### config.mk
export PLATFORM = sky130hd
export DESIGN_NAME = spgd_top
export DESIGN_NICKNAME = d
export VERILOG_FILES = /design/src/hdl/spgd_pkg.sv /design/src/hdl/gpio_box.sv /design/src/hdl/spgd_core.sv /design/src/hdl/dac_mux.sv /design/src/hdl/spgd_top.sv
export SDC_FILE = /design/constraint.sdc
export NUM_CORES = 1
export LEC_CHECK = 0
export ABC_AREA = 1
export BUFFER_PORTS_ARGS = -buffer_cell sky130_fd_sc_hd__buf_2
export CAP_MARGIN = 20
export CORE_ASPECT_RATIO = 1.75
export CORE_MARGIN = 2
export CORE_UTILIZATION = 45
export DETAILED_ROUTE_END_ITERATION = 10
export GPL_TIMING_DRIVEN = 0
export PLACE_DENSITY = 0.69
export SLEW_MARGIN = 25
export SYNTH_ARGS = -nofsm -noshare
export SYNTH_HDL_FRONTEND = slang
export SYNTH_SLANG_ARGS = --single-unit
### constraint.sdc
create_clock -name clk -period 4.05 [get_ports clk]
set_clock_uncertainty 0.2 [all_clocks]
set_input_delay 0.405 -clock clk [delete_from_list [all_inputs] [get_ports clk]]
set_output_delay 0.405 -clock clk [all_outputs]
set_load 0.01 [all_outputs]
### src/hdl/spgd_pkg.sv
package spgd_pkg;

	// ************************************************************
	// widths
	// ************************************************************
	localparam int dac_width = 14;
	localparam int adc_width = 12;
	localparam int gpio_width = 32;
	localparam int mode_width = 4;
	localparam int lfsr_width = 16;
	localparam int phase_width = 4;
	// zero bits above each 12-bit sample in the readback word
	localparam int adc_pad = (gpio_width - mode_width) / 2 - adc_width;

	// top nibble of the processor word
	typedef enum logic [mode_width-1:0]
	{
		system_off = 4'h0,
		off_adc_out = 4'h1,
		dac_follow_gpio = 4'h2,
		dac_follow_adc = 4'h3,
		pc_trig_lo_clk_lo = 4'h4,
		pc_trig_lo_clk_hi = 4'h5,
		pc_trig_hi_clk_lo = 4'h6,
		pc_trig_hi_clk_hi = 4'h7,
		spgd_adc = 4'h8,
		spgd_j = 4'h9,
		spgd_u = 4'ha,
		spgd_delta = 4'hb,
		spgd_dac = 4'hc,
		spgd_up = 4'hd,
		spgd_um = 4'he,
		spgd_new = 4'hf
	} mode_e;

	typedef enum logic [2:0]
	{
		sel_off = 3'd0,
		sel_spgd = 3'd1,
		sel_gpio = 3'd2,
		sel_adc = 3'd3,
		sel_pattern = 3'd4
	} dac_sel_e;

	// ************************************************************
	// optimiser
	// ************************************************************
	localparam int settle_cycles = 4;
	localparam int jp_phase = settle_cycles + 1;
	localparam int jm_phase = jp_phase + settle_cycles + 1;
	localparam int iter_last = jm_phase + 1;
	localparam logic [dac_width-1:0] delta_step = 14'd64;
	localparam logic [dac_width-1:0] u_init = 14'd8192;
	localparam logic [dac_width-1:0] dac_full = 14'd16383;
	localparam logic [lfsr_width-1:0] lfsr_seed = 16'hace1;
	localparam logic [lfsr_width-1:0] lfsr_taps = 16'hb400;

	// ************************************************************
	// words and pairs
	// ************************************************************
	typedef struct packed {mode_e mode; logic [dac_width-1:0] dac_b; logic [dac_width-1:0] dac_a;}
		ctrl_word_t;

	typedef struct packed {logic [dac_width-1:0] b; logic [dac_width-1:0] a;} dac_pair_t;
	typedef struct packed {logic [adc_width-1:0] b; logic [adc_width-1:0] a;} adc_pair_t;

	typedef struct packed
	{
		mode_e mode;
		logic [adc_pad-1:0] pad_b;
		logic [adc_width-1:0] b;
		logic [adc_pad-1:0] pad_a;
		logic [adc_width-1:0] a;
	} adc_view_t;

	typedef struct packed {mode_e mode; logic [dac_width-1:0] b; logic [dac_width-1:0] a;} dac_view_t;

	// sample pairs and code pairs share the readback word
	typedef union packed {adc_view_t adc_view; dac_view_t dac_view;} readback_u;

endpackage

### src/hdl/gpio_box.sv
`timescale 1ns/100ps

module gpio_box
(
	input spgd_pkg::ctrl_word_t ctrl,
	input spgd_pkg::adc_pair_t adc,
	input spgd_pkg::adc_pair_t j,
	input spgd_pkg::dac_pair_t dac,
	input spgd_pkg::dac_pair_t u,
	input spgd_pkg::dac_pair_t delta,
	input spgd_pkg::dac_pair_t up,
	input spgd_pkg::dac_pair_t um,
	input spgd_pkg::dac_pair_t new_u,
	output spgd_pkg::readback_u readback,
	output spgd_pkg::dac_sel_e dac_sel,
	output logic top_rst
);
	import spgd_pkg::*;

	always_comb
	begin
		readback = '0;
		readback.dac_view.mode = ctrl.mode;
		dac_sel = sel_spgd;
		top_rst = 1'b0;

		unique case (ctrl.mode)
			system_off:
			begin
				readback = '0;
				dac_sel = sel_off;
				top_rst = 1'b1;
			end
			off_adc_out, dac_follow_gpio, spgd_adc:
			begin
				readback.adc_view.b = adc.b;
				readback.adc_view.a = adc.a;
				if (ctrl.mode == off_adc_out)
					dac_sel = sel_off;
				else if (ctrl.mode == dac_follow_gpio)
					dac_sel = sel_gpio;
			end
			// mixed layout, dac a on top and the raw adc a below
			dac_follow_adc, pc_trig_lo_clk_lo, pc_trig_lo_clk_hi,
			pc_trig_hi_clk_lo, pc_trig_hi_clk_hi:
			begin
				readback.dac_view.b = dac.a;
				readback.dac_view.a = {{adc_pad{1'b0}}, adc.a};
				if (ctrl.mode == dac_follow_adc)
					dac_sel = sel_adc;
				else
					dac_sel = sel_pattern;
			end
			spgd_j:
			begin
				readback.adc_view.b = j.b;
				readback.adc_view.a = j.a;
			end
			spgd_u:
			begin
				readback.dac_view.b = u.b;
				readback.dac_view.a = u.a;
			end
			spgd_delta:
			begin
				readback.dac_view.b = delta.b;
				readback.dac_view.a = delta.a;
			end
			spgd_dac:
			begin
				readback.dac_view.b = dac.b;
				readback.dac_view.a = dac.a;
			end
			spgd_up:
			begin
				readback.dac_view.b = up.b;
				readback.dac_view.a = up.a;
			end
			spgd_um:
			begin
				readback.dac_view.b = um.b;
				readback.dac_view.a = um.a;
			end
			spgd_new:
			begin
				readback.dac_view.b = new_u.b;
				readback.dac_view.a = new_u.a;
			end
		endcase
	end

endmodule

### src/hdl/spgd_core.sv
`timescale 1ns/100ps

module spgd_core
(
	input logic clk,
	input logic rst,
	input logic top_rst,
	input spgd_pkg::dac_sel_e dac_sel,
	input spgd_pkg::adc_pair_t adc,
	output spgd_pkg::dac_pair_t drive,
	output spgd_pkg::dac_pair_t u,
	output spgd_pkg::dac_pair_t delta,
	output spgd_pkg::dac_pair_t up,
	output spgd_pkg::dac_pair_t um,
	output spgd_pkg::dac_pair_t new_u,
	output spgd_pkg::adc_pair_t j
);
	import spgd_pkg::*;

	logic run;
	logic [phase_width-1:0] phase;
	logic [lfsr_width-1:0] lfsr;
	logic [lfsr_width-1:0] lfsr_next;
	dac_pair_t delta_next;
	dac_pair_t up_next;
	dac_pair_t um_next;
	dac_pair_t pick;

	// base moved by one step, clipped to 0..dac_full
	function automatic logic [dac_width-1:0] step_sat
	(
		input logic [dac_width-1:0] base,
		input logic minus
	);
		logic [dac_width:0] wide;
		if (minus)
		begin
			wide = {1'b0, base} - {1'b0, delta_step};
			step_sat = wide[dac_width] ? '0 : wide[dac_width-1:0];
		end
		else
		begin
			wide = {1'b0, base} + {1'b0, delta_step};
			step_sat = wide[dac_width] ? dac_full : wide[dac_width-1:0];
		end
	endfunction

	// two's complement code of +/- delta_step
	function automatic logic [dac_width-1:0] step_signed(input logic minus);
		step_signed = minus ? ~delta_step + 1'b1 : delta_step;
	endfunction

	assign run = (dac_sel == sel_spgd);

	// ************************************************************
	// perturbation
	// ************************************************************
	always_comb
	begin
		// galois, right shift
		lfsr_next = lfsr >> 1;
		if (lfsr[0])
			lfsr_next = lfsr_next ^ lfsr_taps;

		// bit 0 -> channel a, bit 1 -> channel b, set means minus
		delta_next.a = step_signed(lfsr[0]);
		delta_next.b = step_signed(lfsr[1]);
		up_next.a = step_sat(u.a, lfsr[0]);
		up_next.b = step_sat(u.b, lfsr[1]);
		um_next.a = step_sat(u.a, !lfsr[0]);
		um_next.b = step_sat(u.b, !lfsr[1]);
	end

	// metric decision, ties keep u
	always_comb
	begin
		if (j.a > j.b)
			pick = up;
		else if (j.b > j.a)
			pick = um;
		else
			pick = u;
	end

	// plus side until jp is taken, then minus side
	always_comb
	begin
		if (phase == '0)
			drive = u;
		else if (phase <= jp_phase)
			drive = up;
		else
			drive = um;
	end

	// ************************************************************
	// iteration
	// ************************************************************
	always_ff @(posedge clk)
	begin
		if (rst || top_rst)
		begin
			phase <= '0;
			lfsr <= lfsr_seed;
			u <= {u_init, u_init};
			new_u <= {u_init, u_init};
			up <= {u_init, u_init};
			um <= {u_init, u_init};
			delta <= '0;
			j <= '0;
		end
		else if (!run)
			phase <= '0;
		else
		begin
			if (phase == iter_last)
				phase <= '0;
			else
				phase <= phase + 1'b1;

			case (phase)
				'0:
				begin
					lfsr <= lfsr_next;
					delta <= delta_next;
					up <= up_next;
					um <= um_next;
				end
				jp_phase:
					j.a <= adc.a;
				jm_phase:
					j.b <= adc.a;
				iter_last:
				begin
					// u moves with new_u so cycle 0 starts from the new point
					new_u <= pick;
					u <= pick;
				end
				default:
				begin
				end
			endcase
		end
	end

endmodule

### src/hdl/dac_mux.sv
`timescale 1ns/100ps

module dac_mux
(
	input logic clk,
	input logic rst,
	input spgd_pkg::dac_sel_e dac_sel,
	input spgd_pkg::ctrl_word_t ctrl,
	input spgd_pkg::adc_pair_t adc,
	input spgd_pkg::dac_pair_t drive,
	output spgd_pkg::dac_pair_t dac
);
	import spgd_pkg::*;

	logic trig;
	logic clk_level;

	// pattern levels come straight from the two low mode bits
	assign trig = ctrl.mode[1];
	assign clk_level = ctrl.mode[0];

	// ************************************************************
	// output register
	// ************************************************************
	always_ff @(posedge clk)
	begin
		if (rst)
			dac <= '0;
		else
		begin
			case (dac_sel)
				sel_spgd:
					dac <= drive;
				sel_gpio:
				begin
					dac.b <= ctrl.dac_b;
					dac.a <= ctrl.dac_a;
				end
				// 12-bit samples up to the 14-bit code range
				sel_adc:
				begin
					dac.b <= {adc.b, {(dac_width - adc_width){1'b0}}};
					dac.a <= {adc.a, {(dac_width - adc_width){1'b0}}};
				end
				sel_pattern:
				begin
					dac.a <= trig ? dac_full : '0;
					dac.b <= clk_level ? dac_full : '0;
				end
				default:
					dac <= '0;
			endcase
		end
	end

endmodule

### src/hdl/spgd_top.sv
`timescale 1ns/100ps

module spgd_top
(
	input logic clk,
	input logic rst,
	input spgd_pkg::ctrl_word_t ctrl,
	input spgd_pkg::adc_pair_t adc,
	output spgd_pkg::readback_u readback,
	output spgd_pkg::dac_pair_t dac,
	output logic top_rst
);
	import spgd_pkg::*;

	dac_sel_e dac_sel;
	dac_pair_t drive;
	dac_pair_t u;
	dac_pair_t delta;
	dac_pair_t up;
	dac_pair_t um;
	dac_pair_t new_u;
	adc_pair_t j;

	// mode decode and readback
	gpio_box gpio_box_i
	(
		.ctrl(ctrl),
		.adc(adc),
		.j(j),
		.dac(dac),
		.u(u),
		.delta(delta),
		.up(up),
		.um(um),
		.new_u(new_u),
		.readback(readback),
		.dac_sel(dac_sel),
		.top_rst(top_rst)
	);

	dac_mux dac_mux_i
	(
		.clk(clk),
		.rst(rst),
		.dac_sel(dac_sel),
		.ctrl(ctrl),
		.adc(adc),
		.drive(drive),
		.dac(dac)
	);

	// optimiser, held in reset while the system is off
	spgd_core spgd_core_i
	(
		.clk(clk),
		.rst(rst),
		.top_rst(top_rst),
		.dac_sel(dac_sel),
		.adc(adc),
		.drive(drive),
		.u(u),
		.delta(delta),
		.up(up),
		.um(um),
		.new_u(new_u),
		.j(j)
	);

endmodule

==> summary.txt <==
Outcome
  • Status: finished, final reports clean

Clocking
  • CTS tree: yes
  • Worst skew pair latency: 0.46 ns
  • Num CTS Buffers: 17
  • Clock sink total: 159
  • H-Tree Depth: 4
  • CTS Buffer Depth: 2
  • Clock transition at path regs: 0.07 ns
  • Root buf cell: clkbuf_16
  • Post-CTS Setup Repair Bufs: 0
  • Post-CTS Resized: 0
  • Cts hold-fix bufs: 0

Critical path
  • CP Capture Type: output port
  • CP required: 3.44 ns
  • Worst path cell trace: buf_4 -> inv_2 -> nor2_1 -> nand2_1 -> o21ai_0 -> nor3_1 -> o221ai_1 -> buf_2
  • Delay-heaviest family, CP: compound AO/OA/AOI/OAI gates
  • Worst Path Buf+Inv: 3
  • Slowest CP cell: o21ai_0
  • WS Path Type: input port to output port
  • Max incr delay on CP: 0.80 ns
  • Startpoint Class: input port
  • CP Data Arrival Time: 2.60 ns
  • CP Max Fanout: 10

Logic synthesis
  • Synthesized area per cell: 6.38 um^2
  • Yosys synthesis warning count: 0
  • Netlist cell types: 41
  • Mapped Cells: 1543
  • Mapped Nets: 1621
  • Syn Std Cell Area: 0.00984 mm^2
  • Post-synth ARST share: 0%
  • Register area share after synthesis: 32.3%
  • Flops & latches, synth: 159
  • EDFF count, synth: 0
  • Synth Flop Type: dfxtp_1

Floorplan
  • I/O pin total: 119
  • Die X: 116 um
  • Die ar.: 0.0231 mm^2
  • Die Ht: 200 um
  • Starting Density: 45.8%
  • Core area: 0.0215 mm^2
  • Row Count: 71

Cells and area
  • FILL cells: 2322
  • Non-Filler Instances: 1982
  • Diode count: 0
  • P&R area growth vs syn: 15.9%
  • Layout cells sized above 1: 14.5%
  • Post-route cell area: 0.0114 mm^2
  • Final net count: 1755
  • Commonest non-fill, non-tap cells in the layout: nand2_1 (367), inv_1 (183), dfxtp_1 (159), buf_2 (153), a21oi_1 (145)
  • Most common cell after layout, fill and taps aside: nand2_1

Global routing
  • Gr ovfl total: 0
  • Overall Global Routing Usage: 39.6%
  • Vias in the first global route: 10.9k
  • Initial antenna violation count: 0
  • Largest net degree at the start of global routing: 17
  • First-pass GRT wire length: 66600 um

Place
  • Global placer's final weighted congestion: 1.06
  • Cells after DPL: 1950
  • PortBufs: 115
  • Hpwl dp: 35800 um
  • Placement-stage cell area: 0.0108 mm^2

STA
  • Final period util: 79.2%
  • Slew margin rel.: 35.5%
  • Slew Limit Fails: 0
  • Post-layout min period: 3.21 ns
  • TNS Setup: 0 ns
  • Fmax: 312 MHz
  • Hold Vio Cnt, Final: 0
  • Worst Tran Pin Value: 0.958 ns
  • Unrepaired setup endpoints after global routing: false
  • Setup Viol. Count Final: 0

Power and ir drop
  • Psw: 1.24 mW
  • Reg power frac: 41.7%
  • Pint: 2.78 mW
  • Switching share of power: 30.8%
  • Power per cell area: 352 mW/mm^2
  • Gate power share: 14.1%
  • Worst vdd ir: 0.286 mV
  • Clock power frac: 44.2%
  • LEAKAGE: 5.10 nW

Drt
  • Routed Wire Length: 45400 um
  • # DRC: 0
  • Vias/cell: 5.78
  • Vias: 11.5k
  • Starting DRT DRC Count: 1469
  • 1st-pass router iterations: 6
  • WL/cell: 22.9 um
  • Post-DRT Antenna Nets: 0

Worst hold path
  • Class of the worst hold path: input port to flip-flop

Job
  • Max cap viols: 0
-- metrics by stage --
stage / total power, mW / hold WS [ns] / setup WS, ns / utilization, %
finish: 4.02 / 0.0212 / 0.843 / 53.1
global route: 4.11 / 0.0348 / 0.863 / 53.1
CTS: 4.00 / 0.0172 / 1.06 / 53.1
detailed placement: 2.26 / 0.254 / 1.07 / 50.2
global placement: 2.26 / 0.250 / 1.07 / 50.2
floorplan: 2.00 / 0.228 / 1.93 / -
-- state kept, by name, summed over array words and instances (netlist names) --
name and cells:
dac_mux_i.dac 28, spgd_core_i.u 28, spgd_core_i.um 28, spgd_core_i.up 28, spgd_core_i.j 24, spgd_core_i.lfsr 16, spgd_core_i.phase 4, spgd_core_i.delta 3
-- path summary, 6_finish.rpt --
| check | slack (ns) | endpoint | startpoint | depth (start not counted) |
|---|---|---|---|---|
| worst min register to register | 0.26 | spgd_core_i.lfsr[12] | spgd_core_i.lfsr[13] | 1 |
| worst max register to register | 1.18 | spgd_core_i.u[11] | spgd_core_i.j[17] | 13 |
| worst max-delay path | 0.84 | readback[22] | ctrl[31] | 8 |
| worst min-delay path | 0.02 | dac_mux_i.dac[14] | ctrl[14] | 3 |
-- worst reg2reg max path, delay by kind of cell (launching register included) --
kind | cells | cell delay, ns
buffers and inverters | 2 | 0.63
flip-flops | 1 | 0.31
AND/OR/NAND/NOR | 10 | 1.28
adder cells (fa/ha/maj) | 1 | 0.34
-- layer usage --
layer | up-vias | global-route usage, % | routed length, um
met1 | 5215 | 44.5 | 16500
met2 | 670 | 65.2 | 21300
li1 | 5391 | - | -
met5 | - | 0 | 0
met4 | 0 | 30.6 | 3980
met3 | 189 | 7.13 | 3670
-- final cells by class --
type	instances	area, um^2	share of cell area [%]
buffer	93	438	3.84
multi-input combinational	1093	5480	48.0
clock buffer	17	425	3.73
inverter	198	743	6.51
tap	292	365	3.20
clock inverter	15	199	1.74
sequential	159	3180	27.9
timing repair buffer	115	576	5.04
-- synth_stat cells (2+ instances only) --
| library cell | count | area share (%) |
|---|---|---|
| a31oi_1 | 7 | 0.44 |
| o22ai_1 | 26 | 1.7 |
| o211ai_1 | 42 | 3.2 |
| buf_1 | 2 | 0.076 |
| nor3_2 | 2 | 0.20 |
| o21ai_0 | 127 | 6.5 |
| o2111ai_1 | 10 | 0.89 |
| xor2_1 | 7 | 0.62 |
| o21ai_2 | 2 | 0.18 |
| nand3_2 | 2 | 0.20 |
| o21bai_1 | 5 | 0.38 |
| or2_2 | 3 | 0.19 |
| buf_6 | 3 | 0.34 |
| clkbuf_1 | 45 | 1.7 |
| ha_1 | 20 | 2.5 |
| buf_4 | 5 | 0.38 |
| o21ai_1 | 3 | 0.15 |
| nand4_1 | 36 | 2.3 |
| inv_1 | 183 | 7.0 |
| nor2_1 | 133 | 5.1 |
| nand2_2 | 7 | 0.44 |
| o221ai_1 | 15 | 1.3 |
| nand3_1 | 94 | 4.8 |
| a22oi_1 | 3 | 0.23 |
| dfxtp_1 | 159 | 32 |
| nor2_4 | 5 | 0.57 |
| nor3_1 | 7 | 0.36 |
| nand2_1 | 367 | 14 |
| inv_2 | 14 | 0.53 |
| nor4_1 | 2 | 0.13 |
| a21oi_2 | 7 | 0.62 |
| a21oi_1 | 145 | 7.4 |
| nand3b_1 | 3 | 0.23 |
| buf_2 | 38 | 1.9 |
| nor2_2 | 7 | 0.44 |
| o21a_1 | 2 | 0.15 |
-- kinds of logic after synthesis --
family / synth area share (%)
AO/OA/AOI/OAI: 23.2
XOR/XNOR: 0.623
adder cells (fa/ha/maj): 2.54
buffers and inverters: 12.0
flip-flops: 32.3
AND/OR/NAND/NOR: 29.3
-- power by group through the flow --
stage / clock (mW) / sequential [mW] / combinational (mW)
floorplan: 0 / 1.69 / 0.310
global placement: 0 / 1.71 / 0.549
detailed placement: 0 / 1.71 / 0.551
CTS: 1.77 / 1.67 / 0.554
global route: 1.82 / 1.68 / 0.608
finish: 1.78 / 1.67 / 0.568
No activity file was read; power rests on OpenSTA's default activity.
